$ cat src/verilog/ex_pkg.sv
package ex_pkg;

    typedef logic [31:0] word_t;
    typedef logic [4:0]  reg_addr_t;
    typedef logic [2:0]  alu_sel_t;
    typedef logic [2:0]  alu_op_t;
    typedef logic [2:0]  mem_len_t;          // Access size in bytes

    // Unit selectors
    localparam alu_sel_t SEL_NOP   = 3'b000;
    localparam alu_sel_t SEL_LOGIC = 3'b001;
    localparam alu_sel_t SEL_SHIFT = 3'b010;
    localparam alu_sel_t SEL_ARITH = 3'b100;
    localparam alu_sel_t SEL_LINK  = 3'b110;
    localparam alu_sel_t SEL_MEM   = 3'b111;

    localparam mem_len_t LEN_BYTE = 3'd1;
    localparam mem_len_t LEN_HALF = 3'd2;
    localparam mem_len_t LEN_WORD = 3'd4;

endpackage

$ cat src/verilog/data_ram.sv
`timescale 1ns/1ns

module data_ram import ex_pkg::*; #(
    parameter int RAM_WORDS = 64
) (
    input  logic                         clk,
    input  logic                         we_i,
    input  logic [3:0]                   be_i,
    input  logic [$clog2(RAM_WORDS)-1:0] addr_i,
    input  word_t                        wdata_i,
    output word_t                        rdata_o
);

    word_t mem [RAM_WORDS];

    // Old data is returned when reading and writing the same word
    always_ff @(posedge clk) begin
        rdata_o <= mem[addr_i];
        if (we_i) begin
            for (int b = 0; b < 4; b++) begin
                if (be_i[b]) begin
                    mem[addr_i][8*b +: 8] <= wdata_i[8*b +: 8];
                end
            end
        end
    end

endmodule

$ cat src/verilog/issue_fifo.sv
`timescale 1ns/1ns

module issue_fifo import ex_pkg::*; #(
    parameter int FIFO_DEPTH = 4
) (
    input  logic      clk,
    input  logic      reset,
    input  logic      push_i,
    input  logic      pop_i,
    input  alu_sel_t  alusel_i,
    input  alu_op_t   aluop_i,
    input  word_t     op1_i,
    input  word_t     op2_i,
    input  word_t     link_addr_i,
    input  logic      write_i,
    input  reg_addr_t regw_addr_i,
    input  word_t     mem_offset_i,
    output alu_sel_t  alusel_o,
    output alu_op_t   aluop_o,
    output word_t     op1_o,
    output word_t     op2_o,
    output word_t     link_addr_o,
    output logic      write_o,
    output reg_addr_t regw_addr_o,
    output word_t     mem_offset_o,
    output logic      empty_o,
    output logic      credit_o
);

    localparam int PW = (FIFO_DEPTH > 1) ? $clog2(FIFO_DEPTH) : 1;
    localparam int CW = $clog2(FIFO_DEPTH + 1);

    alu_sel_t  alusel_q    [FIFO_DEPTH];
    alu_op_t   aluop_q     [FIFO_DEPTH];
    word_t     op1_q       [FIFO_DEPTH];
    word_t     op2_q       [FIFO_DEPTH];
    word_t     link_addr_q [FIFO_DEPTH];
    logic      write_q     [FIFO_DEPTH];
    reg_addr_t regw_addr_q [FIFO_DEPTH];
    word_t     mem_offset_q[FIFO_DEPTH];

    logic [PW-1:0] wr_ptr;
    logic [PW-1:0] rd_ptr;
    logic [CW-1:0] count;
    logic          do_pop;

    function automatic logic [PW-1:0] ptr_next(input logic [PW-1:0] ptr);
        return (ptr == PW'(FIFO_DEPTH - 1)) ? '0 : ptr + 1'b1;
    endfunction

    assign empty_o = (count == '0);
    assign do_pop  = pop_i && !empty_o;   // Pop on empty is ignored

    assign alusel_o     = alusel_q[rd_ptr];
    assign aluop_o      = aluop_q[rd_ptr];
    assign op1_o        = op1_q[rd_ptr];
    assign op2_o        = op2_q[rd_ptr];
    assign link_addr_o  = link_addr_q[rd_ptr];
    assign write_o      = write_q[rd_ptr];
    assign regw_addr_o  = regw_addr_q[rd_ptr];
    assign mem_offset_o = mem_offset_q[rd_ptr];

    always_ff @(posedge clk) begin
        if (push_i) begin
            alusel_q[wr_ptr]     <= alusel_i;
            aluop_q[wr_ptr]      <= aluop_i;
            op1_q[wr_ptr]        <= op1_i;
            op2_q[wr_ptr]        <= op2_i;
            link_addr_q[wr_ptr]  <= link_addr_i;
            write_q[wr_ptr]      <= write_i;
            regw_addr_q[wr_ptr]  <= regw_addr_i;
            mem_offset_q[wr_ptr] <= mem_offset_i;
        end
    end

    always_ff @(posedge clk) begin
        if (reset) begin
            wr_ptr   <= '0;
            rd_ptr   <= '0;
            count    <= '0;
            credit_o <= 1'b0;
        end else begin
            credit_o <= do_pop;           // One credit per released entry
            if (push_i) begin
                wr_ptr <= ptr_next(wr_ptr);
            end
            if (do_pop) begin
                rd_ptr <= ptr_next(rd_ptr);
            end
            case ({push_i, do_pop})
                2'b10:   count <= count + 1'b1;
                2'b01:   count <= count - 1'b1;
                default: count <= count;
            endcase
        end
    end

endmodule

$ cat src/verilog/stage_ex.sv
`timescale 1ns/1ns

module stage_ex import ex_pkg::*; (
    input  alu_sel_t  alusel_i,
    input  alu_op_t   aluop_i,
    input  word_t     op1_i,
    input  word_t     op2_i,
    input  word_t     link_addr_i,
    input  logic      write_i,
    input  reg_addr_t regw_addr_i,
    input  word_t     mem_offset_i,
    output logic      write_o,
    output reg_addr_t regw_addr_o,
    output word_t     regw_data_o,
    output logic      load_o,
    output logic      store_o,
    output word_t     mem_write_data_o,
    output mem_len_t  mem_length_o,
    output logic      mem_signed_o
);

    word_t      logic_ret;
    word_t      shift_ret;
    word_t      arith_ret;
    word_t      mem_addr;
    logic [4:0] shamt;

    assign shamt    = op2_i[4:0];
    assign mem_addr = op1_i + mem_offset_i;   // Effective address

    always_comb begin
        case (aluop_i)
            3'd0:    logic_ret = op1_i | op2_i;
            3'd1:    logic_ret = op1_i & op2_i;
            3'd2:    logic_ret = op1_i ^ op2_i;
            default: logic_ret = '0;
        endcase
    end

    always_comb begin
        case (aluop_i)
            3'd0:    shift_ret = op1_i << shamt;
            3'd1:    shift_ret = op1_i >> shamt;
            3'd2:    shift_ret = word_t'($signed(op1_i) >>> shamt);
            default: shift_ret = '0;
        endcase
    end

    always_comb begin
        case (aluop_i)
            3'd0:    arith_ret = op1_i + op2_i;
            3'd1:    arith_ret = op1_i - op2_i;
            3'd2:    arith_ret = {31'b0, $signed(op1_i) < $signed(op2_i)};
            3'd3:    arith_ret = {31'b0, op1_i < op2_i};
            default: arith_ret = '0;
        endcase
    end

    // Load/store decode
    always_comb begin
        load_o           = 1'b0;
        store_o          = 1'b0;
        mem_length_o     = LEN_WORD;
        mem_signed_o     = 1'b0;
        mem_write_data_o = '0;
        if (alusel_i == SEL_MEM) begin
            case (aluop_i)
                3'd0: begin                       // LB
                    load_o       = 1'b1;
                    mem_length_o = LEN_BYTE;
                    mem_signed_o = 1'b1;
                end
                3'd1: begin                       // LH
                    load_o       = 1'b1;
                    mem_length_o = LEN_HALF;
                    mem_signed_o = 1'b1;
                end
                3'd2: begin                       // LW
                    load_o       = 1'b1;
                    mem_signed_o = 1'b1;
                end
                3'd3: begin                       // LBU
                    load_o       = 1'b1;
                    mem_length_o = LEN_BYTE;
                end
                3'd4: begin                       // LHU
                    load_o       = 1'b1;
                    mem_length_o = LEN_HALF;
                end
                3'd5: begin                       // SB
                    store_o          = 1'b1;
                    mem_length_o     = LEN_BYTE;
                    mem_write_data_o = op2_i;
                end
                3'd6: begin                       // SH
                    store_o          = 1'b1;
                    mem_length_o     = LEN_HALF;
                    mem_write_data_o = op2_i;
                end
                default: begin                    // SW
                    store_o          = 1'b1;
                    mem_write_data_o = op2_i;
                end
            endcase
        end
    end

    always_comb begin
        case (alusel_i)
            SEL_NOP:   regw_data_o = '0;
            SEL_LOGIC: regw_data_o = logic_ret;
            SEL_SHIFT: regw_data_o = shift_ret;
            SEL_ARITH: regw_data_o = arith_ret;
            SEL_LINK:  regw_data_o = link_addr_i;
            SEL_MEM:   regw_data_o = mem_addr;
            default:   regw_data_o = '0;       // Undefined selectors
        endcase
    end

    assign write_o     = write_i && !store_o;  // Stores never write back
    assign regw_addr_o = regw_addr_i;

endmodule

$ cat src/verilog/stage_mem.sv
`timescale 1ns/1ns

module stage_mem import ex_pkg::*; #(
    parameter int RAM_WORDS = 64
) (
    input  logic      clk,
    input  logic      reset,
    input  logic      valid_i,
    input  logic      write_i,
    input  reg_addr_t regw_addr_i,
    input  word_t     regw_data_i,
    input  logic      load_i,
    input  logic      store_i,
    input  word_t     mem_write_data_i,
    input  mem_len_t  mem_length_i,
    input  logic      mem_signed_i,
    output logic      wb_valid_o,
    output logic      wb_write_o,
    output reg_addr_t wb_addr_o,
    output word_t     wb_data_o
);

    localparam int AW = $clog2(RAM_WORDS);

    logic [3:0]    be;
    word_t         lane_data;
    logic [AW-1:0] ram_addr;
    logic          ram_we;
    word_t         ram_rdata;

    logic          valid_q;
    logic          write_q;
    reg_addr_t     regw_addr_q;
    word_t         data_q;
    logic          load_q;
    mem_len_t      len_q;
    logic          signed_q;

    logic [7:0]    byte_sel;
    logic [15:0]   half_sel;
    word_t         load_data;

    assign ram_addr = regw_data_i[AW+1:2];    // Wraps at RAM size
    assign ram_we   = valid_i && store_i;

    // Byte enables and replicated store data
    always_comb begin
        case (mem_length_i)
            LEN_BYTE: begin
                be        = 4'b0001 << regw_data_i[1:0];
                lane_data = {4{mem_write_data_i[7:0]}};
            end
            LEN_HALF: begin
                be        = regw_data_i[1] ? 4'b1100 : 4'b0011;
                lane_data = {2{mem_write_data_i[15:0]}};
            end
            default: begin
                be        = 4'b1111;
                lane_data = mem_write_data_i;
            end
        endcase
    end

    data_ram #(
        .RAM_WORDS(RAM_WORDS)
    ) ram_i (
        .clk    (clk),
        .we_i   (ram_we),
        .be_i   (be),
        .addr_i (ram_addr),
        .wdata_i(lane_data),
        .rdata_o(ram_rdata)
    );

    assign byte_sel = ram_rdata[{data_q[1:0], 3'b000} +: 8];
    assign half_sel = data_q[1] ? ram_rdata[31:16] : ram_rdata[15:0];

    always_comb begin
        case (len_q)
            LEN_BYTE: load_data = {{24{signed_q & byte_sel[7]}}, byte_sel};
            LEN_HALF: load_data = {{16{signed_q & half_sel[15]}}, half_sel};
            default:  load_data = ram_rdata;
        endcase
    end

    always_ff @(posedge clk) begin
        if (reset) begin
            valid_q    <= 1'b0;
            wb_valid_o <= 1'b0;
        end else begin
            valid_q    <= valid_i;
            wb_valid_o <= valid_q;
        end
    end

    always_ff @(posedge clk) begin
        write_q     <= write_i;
        regw_addr_q <= regw_addr_i;
        data_q      <= regw_data_i;
        load_q      <= load_i;
        len_q       <= mem_length_i;
        signed_q    <= mem_signed_i;
        wb_write_o  <= write_q;
        wb_addr_o   <= regw_addr_q;
        wb_data_o   <= load_q ? load_data : data_q;   // Stores keep the address
    end

endmodule

$ cat src/verilog/exec_unit.sv
`timescale 1ns/1ns

module exec_unit import ex_pkg::*; #(
    parameter int FIFO_DEPTH = 4,
    parameter int WB_CREDITS = 2,
    parameter int RAM_WORDS  = 64
) (
    input  logic      clk,
    input  logic      reset,
    input  logic      issue_valid_i,
    input  alu_sel_t  alusel_i,
    input  alu_op_t   aluop_i,
    input  word_t     op1_i,
    input  word_t     op2_i,
    input  word_t     link_addr_i,
    input  logic      write_i,
    input  reg_addr_t regw_addr_i,
    input  word_t     mem_offset_i,
    output logic      issue_credit_o,
    input  logic      wb_credit_i,
    output logic      wb_valid_o,
    output logic      wb_write_o,
    output reg_addr_t wb_addr_o,
    output word_t     wb_data_o
);

    localparam int CW = $clog2(WB_CREDITS + 1);

    logic [CW-1:0] wb_credit_cnt;
    logic          pop;
    logic          fifo_empty;

    alu_sel_t      hd_alusel;
    alu_op_t       hd_aluop;
    word_t         hd_op1;
    word_t         hd_op2;
    word_t         hd_link_addr;
    logic          hd_write;
    reg_addr_t     hd_regw_addr;
    word_t         hd_mem_offset;

    logic          ex_write;
    reg_addr_t     ex_regw_addr;
    word_t         ex_regw_data;
    logic          ex_load;
    logic          ex_store;
    word_t         ex_mem_write_data;
    mem_len_t      ex_mem_length;
    logic          ex_mem_signed;

    assign pop = !fifo_empty && (wb_credit_cnt != '0);

    always_ff @(posedge clk) begin
        if (reset) begin
            wb_credit_cnt <= CW'(WB_CREDITS);
        end else if (pop && !wb_credit_i) begin
            wb_credit_cnt <= wb_credit_cnt - 1'b1;
        end else if (!pop && wb_credit_i) begin
            wb_credit_cnt <= wb_credit_cnt + 1'b1;
        end
    end

    issue_fifo #(
        .FIFO_DEPTH(FIFO_DEPTH)
    ) fifo_i (
        .clk         (clk),
        .reset       (reset),
        .push_i      (issue_valid_i),
        .pop_i       (pop),
        .alusel_i    (alusel_i),
        .aluop_i     (aluop_i),
        .op1_i       (op1_i),
        .op2_i       (op2_i),
        .link_addr_i (link_addr_i),
        .write_i     (write_i),
        .regw_addr_i (regw_addr_i),
        .mem_offset_i(mem_offset_i),
        .alusel_o    (hd_alusel),
        .aluop_o     (hd_aluop),
        .op1_o       (hd_op1),
        .op2_o       (hd_op2),
        .link_addr_o (hd_link_addr),
        .write_o     (hd_write),
        .regw_addr_o (hd_regw_addr),
        .mem_offset_o(hd_mem_offset),
        .empty_o     (fifo_empty),
        .credit_o    (issue_credit_o)
    );

    stage_ex ex_i (
        .alusel_i        (hd_alusel),
        .aluop_i         (hd_aluop),
        .op1_i           (hd_op1),
        .op2_i           (hd_op2),
        .link_addr_i     (hd_link_addr),
        .write_i         (hd_write),
        .regw_addr_i     (hd_regw_addr),
        .mem_offset_i    (hd_mem_offset),
        .write_o         (ex_write),
        .regw_addr_o     (ex_regw_addr),
        .regw_data_o     (ex_regw_data),
        .load_o          (ex_load),
        .store_o         (ex_store),
        .mem_write_data_o(ex_mem_write_data),
        .mem_length_o    (ex_mem_length),
        .mem_signed_o    (ex_mem_signed)
    );

    stage_mem #(
        .RAM_WORDS(RAM_WORDS)
    ) mem_i (
        .clk             (clk),
        .reset           (reset),
        .valid_i         (pop),
        .write_i         (ex_write),
        .regw_addr_i     (ex_regw_addr),
        .regw_data_i     (ex_regw_data),
        .load_i          (ex_load),
        .store_i         (ex_store),
        .mem_write_data_i(ex_mem_write_data),
        .mem_length_i    (ex_mem_length),
        .mem_signed_i    (ex_mem_signed),
        .wb_valid_o      (wb_valid_o),
        .wb_write_o      (wb_write_o),
        .wb_addr_o       (wb_addr_o),
        .wb_data_o       (wb_data_o)
    );

endmodule

$ cat config.mk
export PLATFORM = sky130hd
export DESIGN_NAME = exec_unit
export DESIGN_NICKNAME = d
export VERILOG_FILES = /design/src/verilog/ex_pkg.sv /design/src/verilog/data_ram.sv /design/src/verilog/issue_fifo.sv /design/src/verilog/stage_ex.sv /design/src/verilog/stage_mem.sv /design/src/verilog/exec_unit.sv
export SDC_FILE = /design/constraint.sdc
export NUM_CORES = 2
export LEC_CHECK = 0
export BUFFER_PORTS_ARGS = -buffer_cell sky130_fd_sc_hd__buf_4
export CAP_MARGIN = 5
export CORE_UTILIZATION = 45
export CTS_CLUSTER_DIAMETER = 60
export DETAILED_ROUTE_END_ITERATION = 6
export HOLD_SLACK_MARGIN = 0.12
export PLACE_DENSITY = 0.7
export SLEW_MARGIN = 0
export SYNTH_ARGS = -nofsm -noshare
export SYNTH_HDL_FRONTEND = slang
export SYNTH_SLANG_ARGS = --single-unit
$ cat constraint.sdc
create_clock -name clk -period 11.6 [get_ports clk]
set_clock_uncertainty 0.15 [all_clocks]
set_input_delay 0.58 -clock clk [delete_from_list [all_inputs] [get_ports clk]]
set_output_delay 0.58 -clock clk [all_outputs]
set_load 0.1 [all_outputs]
Word-level counts from Yosys, hierarchy flattened
Memories as Yosys holds them, arrays and structs flattened. A register that Yosys moved wholly into a read port is not among the register bits.
Cells that the tools add are included.
Cells by class
  add/sub/neg operators: 9
  $mul: 0
  div/mod/pow operators: 0
  magnitude comparators: 2
  equality and inequality tests: 19
  shifts and indexed selects: 5
  muxes and demuxes: 51
  bitwise operators: 5
  reduce and logical (&&, ||, !) cells: 19
Operators by type and width (count)
  32-bit case mux with 3 select lines: 2
  32-bit case mux with 5 select lines: 1
  32-bit case mux with 2 select lines: 2
  32-bit case mux with 4 select lines: 1
  32-bit two-way mux: 3
  32-bit adder: 2
  32-bit less-than comparator: 2
  2-bit two-way mux: 18
  32-bit AND: 1
  32-bit bitwise OR: 1
  32-bit by 6-bit indexed part select with 8-bit output: 1
  32-bit by 5-bit left shift with 32-bit output: 1
  32-bit by 5-bit right shift with 32-bit output: 1
  32-bit by 5-bit >>> shifter with 32-bit output: 1
  32-bit subtractor: 1
  32-bit XOR: 1
  3-bit == test (second input constant): 6
  1-bit two-way mux: 18
  16-bit two-way mux: 1
  3-bit by 2-bit == test with 1-bit output (second input constant): 5
  3-bit by 1-bit == test with 1-bit output (second input constant): 4
  3-bit case mux with 2 select lines: 2
  3-bit OR reduction: 3
  4-bit case mux with 2 select lines: 1
  15 further kinds: 31
Word-level totals
  bits in registers: 88
  bits in latches: 0
  bits in writable memories: 2608
  memory bits (read-only): 0
  output and inout port bits: 40
  memories kept: 9
Memory list
  mem_i.ram_i.mem: words 64, bits a word 32, read ports 1, clocked after memory_dff 1, wr ports 1, line data_ram.sv:14  | word_t mem [RAM_WORDS];
  fifo_i.link_addr_q: words 4, bits a word 32, read ports 1, clocked after memory_dff 1, wr ports 1, line issue_fifo.sv:37  | word_t link_addr_q [FIFO_DEPTH];
  fifo_i.mem_offset_q: words 4, bits a word 32, read ports 1, clocked after memory_dff 1, wr ports 1, line issue_fifo.sv:40  | word_t mem_offset_q[FIFO_DEPTH];
  fifo_i.op1_q: words 4, bits a word 32, read ports 1, clocked after memory_dff 1, wr ports 1, line issue_fifo.sv:35  | word_t op1_q [FIFO_DEPTH];
  fifo_i.op2_q: words 4, bits a word 32, read ports 1, clocked after memory_dff 1, wr ports 1, line issue_fifo.sv:36  | word_t op2_q [FIFO_DEPTH];
  fifo_i.regw_addr_q: words 4, bits a word 5, read ports 1, clocked after memory_dff 1, wr ports 1, line issue_fifo.sv:39  | reg_addr_t regw_addr_q [FIFO_DEPTH];
  3 more memories

Depth between registers and ports, before layout
  depth after elaboration: 9
  gate-level depth with buffers: 31
  gate-level depth less buffers: 18

By module
Synthesis repeated with hierarchy kept, for this count alone.
Unflattened totals
  cells, all modules: 7422
  area total of the unflattened synthesis: 113976.8 um^2
Modules (own cells, without submodules)
  data_ram: instances 1, cells an instance 4646, area an instance 79048.3 um^2, sequential area each 62139.6 um^2
  issue_fifo: instances 1, cells an instance 783, area an instance 20667.3 um^2, sequential area each 17016.3 um^2
  stage_ex: instances 1, cells an instance 1668, area an instance 10984.3 um^2, sequential area each 0.0 um^2
  stage_mem: instances 1, cells an instance 313, area an instance 3173.0 um^2, sequential area each 1661.6 um^2
  exec_unit: instances 1, cells an instance 12, area an instance 103.8 um^2, sequential area each 40.0 um^2

Worst setup path after synthesis
OpenSTA, ideal clock, no wires.
  path kind: register to register
  start: reg (tool-made name)
  end: mem mem_i.ram_i.mem[2][0] in the netlist's numbering, enable pin
  library setup time: 0.370 ns
  arrival time: 7.434 ns
  required time: 11.080 ns
  slack: 3.645 ns
  cell stages (with the launch flop): 28
  path buffers: 14
  period minus slack after synthesis: 7.955 ns
  cell sequence: dfxtp_1 -> buf_6 -> buf_6 -> buf_6 -> buf_6 -> buf_1 -> clkbuf_1 -> buf_1 -> clkbuf_1 -> buf_1 -> mux4_2 -> ha_1 -> fa_1 -> a21o_1 -> a21o_1 -> xor2_1 -> mux2i_1 -> o211ai_1 -> a21oi_2 -> inv_2 -> buf_6 -> a211oi_1 -> buf_2 -> buf_2 -> buf_2 -> buf_2 -> nand4_1 -> nor2_1
RTL lines (line)
  to (decl): data_ram.sv:14

==> results.md <==
* Clock Path Buffers at 4
* Leakage at about 44 nW
* CTS clock-pin slew for the worst setup and hold paths at 60 ps
* Overall power at roughly 37 mW
* I/O pin count at about 180
* Worst EP arrival at 9000 ps
* H-tree lvl count at 5
* Initial Util at between 40% and 50%
* Status: finished, violations left
* DR vias at about 78k
* Place WS at 3330 ps
* Worst skew pair latency at between 900 and 1000 ps
* Failing checks: design-rule violations, max-slew violations
* RSZ-0062 raised after global routing: false
* Seq cells post-synth at 2734
* Maximum vdd ir drop at 328 uV
* Crit Path Max Fanout at a little over 40
* Worst Max-Slew Pin Slew at between 1500 and 2000 ps
* Post-CTS Repair Setup Buffers at 0
* Worst Setup Path Type: reg2reg
* Hold buffers post-CTS at approximately 140
* CTS sink count at 2734
* Pwr/cell area at 285 nW/um2
* TritonCTS clock tree: built
* Core footprint at between 200000 and 300000 um2
* TritonCTS Buffers at 294
* Worst EP required at about 12000 ps
* Pre-Repair DR Iteration Count at 7
* DRC Markers at 36
* # port buffers at ~180
* Root Driver: clkbuf_16
* Drt total wl at around 400000 um
* Layout cells sized above 1 at between 10% and 20%
* Asr flop ratio synth at 0%
* Fmax at around 120 MHz
* Maxcap violations at 0
* DIE WIDTH at ~510 um
* P_int at 21.3 mW
* Critical path's slowest cell: mux4_4
* Post_cts resized at 0
* First-pass GRT wire length at about 560000 um
* Storage element area at roughly 81000 um2
* Area Overhead vs Synth at 14.2%
* Post-synth EDFFs at roughly 2.6k
* Synth Cell Area at between 100000 and 150000 um2
* Wire length per cell at around 33 um
* Largest net degree at the start of global routing at 113
* Vias per std cell at approximately 6.5
* DRT antenna net count at 0
* Relative slew margins at -1.20%
* Warning count from the yosys run at 0
* Fin crit share at between 70 and 80%
* Final non-filler cell total at 12.0k
* Final hold vios at 0
* Initial antenna violation count at 36
* Final min period at ~8600 ps
* Slowest stage delay, CP at ~890 ps
* FILL cells at about 20k
* Worst path bufs/invs at 2
* Detailed placement HPWL at roughly 250000 um
* Hold path start: mem_i.regw_addr_q[4]
* Reg power frac at between 30 and 40%
* CP top delay family: simple AND/OR/NAND/NOR gates
* Slew Limit Fails at 1
* Drt initial violations at roughly 12k
* Gr usage total at 30.4%
* Most frequent CP cell: nor2_1
* Routability-driven placement congestion ratio at between 0.9 and 1
* Ys flop type: edfxtp_1
* Syn_area_per_cell at 14.1 um2
* Number of global-route vias before repair at approximately 75k
* Setup_tns at 0 ps
* Setup violations, final at 0
* Area of the multi-input gates at 31600 um2
* CP startpoint kind: flop
* Die Ht at between 500 and 600 um
* Switching power at about 16 mW
* Register area share after synthesis at a little over two thirds
* Comb power frac at between 40 and 50%
* Layout Nets at between 8k and 9k
* Synth cell types at 94
* Die Area at about 260000 um2
* GR Overflow Total at 0
* Clk pwr share at between 20% and 30%
* Dpl cells at about 11k
* Post-synthesis net count at around 8.4k
* Row count at roughly 180
* Final worst slack at approximately 3000 ps
* CP endpoint kind: flop
* Crit-path cells: mux4_4 > clkinv_1 > ha_1 > o21ba_2 > nor4_1 > or3b_2 > and3_1 > o21a_1 > o21ai_0 > and3_1 > clkinv_1 > nor2_1 > nand2_1 > nor2_1 > nand2_1 > nor2_1
* Hold Path Class: reg2reg
* Cells after synthesis at ~8.2k
* Sw Ratio at between 40% and 50%
[flip-flops by register name, indices dropped and copies added (netlist names), 3 cells and up, named ones only]
name                 flops
mem_i.len_q              3
fifo_i.regw_addr_q      20
fifo_i.aluop_q          12
fifo_i.count             3
mem_i.wb_addr_o          5
mem_i.ram_i.rdata_o     32
mem_i.ram_i.mem       2048
fifo_i.op2_q           128
mem_i.data_q            32
fifo_i.link_addr_q     128
mem_i.regw_addr_q        5
mem_i.wb_data_o         32
fifo_i.op1_q           128
fifo_i.write_q           4
fifo_i.mem_offset_q    128
fifo_i.alusel_q         12
[cells by family (layout without fill, tap and decap cells)]
| kind of cell | Yosys count | after routing | synth area share (%) |
|---|---|---|---|
| fa+ha+maj | 139 | 139 | 1.54 |
| xor+xnor | 47 | 47 | 0.359 |
| other cells | 0 | 36 | 0 |
| mux | 533 | 533 | 6.34 |
| flops | 2734 | 2734 | 70.5 |
| compound gates | 1737 | 1737 | 10.4 |
| buf+inv | 678 | 1158 | 2.45 |
| simple gates | 2286 | 2286 | 8.46 |
[per-layer routing]
| metal | routed length [um] | GRT usage (%) | share of wire (%) | up-vias |
|---|---|---|---|---|
| met5 | 338 | 0 | 0.085 | - |
| li1 | - | - | - | 32100 |
| met3 | 55600 | 9.42 | 14 | 1224 |
| met1 | 142000 | 39.6 | 36 | 38700 |
| met2 | 173000 | 44.6 | 43 | 6383 |
| met4 | 27300 | 18.1 | 6.9 | 34 |
[layout make-up]
| cell class | count | area share [%] |
|---|---|---|
| sequential | 2734 | 61.7 |
| multi-input combinational | 4742 | 24.1 |
| clock buffer | 353 | 5.86 |
| timing repair buffer | 511 | 3.38 |
| tap | 3348 | 3.20 |
| clock inverter | 154 | 1.20 |
| inverter | 140 | 0.419 |
| antenna | 36 | 0.0688 |
[Yosys cell counts, types with 11 or more instances]
master     instances  area (um2)
edfxtp_1        2608       78300
nand2_1         1135        4260
nor2_1           533        2000
a21oi_1          456        2280
nand3_1          349        1750
clkbuf_1         270        1010
o21ai_0          270        1350
mux2i_1          215        2150
a221oi_1         193        1690
mux2_2           176        1980
mux4_2           136        3060
buf_2            135         676
ha_1             135        1690
a22oi_1          132         991
inv_1            131         492
dfxtp_1          126        2520
a211oi_1         116         871
buf_1            116         435
a31oi_1           61         382
nor3_1            58         290
and3_1            54         338
o211ai_1          51         383
o22ai_1           47         294
a221o_1           42         420
nand4_1           42         263
a311oi_1          37         324
a222oi_1          35         350
a22o_1            32         280
xnor2_1           30         263
o2bb2ai_1         26         228
o221ai_1          25         219
o31ai_1           23         173
nor2b_1           22         138
a21o_1            21         158
nand2b_1          19         119
and2_1            18         113
a32oi_1           17         149
xor2_1            17         149
o21a_1            16         120
o21bai_1          16         120
nor4_1            12        75.1
o2111ai_1         12         105
o22a_1            12         105
a2111oi_0         11        96.3
[placed cells by master, fill, tap and decap left out, types with 47 or more instances in the layout]
cell type / netlist / layout
edfxtp_1: 2608 / 2608
inv_1: 131 / 123
a221oi_1: 193 / 193
a31oi_1: 61 / 61
mux2i_1: 215 / 215
nor2_1: 533 / 524
buf_4: 8 / 346
nand3_1: 349 / 349
mux2_2: 176 / 176
o22ai_1: 47 / 47
a22oi_1: 132 / 132
o21ai_0: 270 / 267
dlygate4sd3_1: 0 / 144
nand2_1: 1135 / 1134
clkinv_2: 0 / 48
o211ai_1: 51 / 51
dfxtp_1: 126 / 124
clkbuf_16: 0 / 296
a211oi_1: 116 / 112
mux4_2: 136 / 134
ha_1: 135 / 135
a21oi_1: 456 / 438
and3_1: 54 / 54
clkbuf_1: 270 / 52
[worst paths after layout]
check / cells after the start / end / slack [ps]
max: 16 / mem_i.ram_i.mem[23][15] / 3010
min: 0 / mem_i.wb_addr_o[4] / 170
max reg2reg: 16 / mem_i.ram_i.mem[23][15] / 3010
min reg2reg: 0 / mem_i.wb_addr_o[4] / 170
[through the flow]
step	hold slack, ps	area [um2]	util (%)
floorplan	160	115000	-
global placement	167	120000	47.6
detailed placement	162	120000	47.6
CTS	175	131000	51.8
global route	185	131000	51.9
finish	174	131000	51.9
[power by group through the flow]
stage | sequential [mW] | clock (mW) | combinational (mW)
4_1_cts | 11.6 | 9.20 | 15.8
5_1_grt | 11.7 | 9.59 | 16.8
3_3_place_gp | 11.8 | 0 | 15.5
3_5_place_dp | 11.8 | 0 | 15.6
2_1_floorplan | 12.1 | 0 | 9.09
6_report | 11.7 | 9.20 | 16.4
No activity file was read; power rests on OpenSTA's default activity.
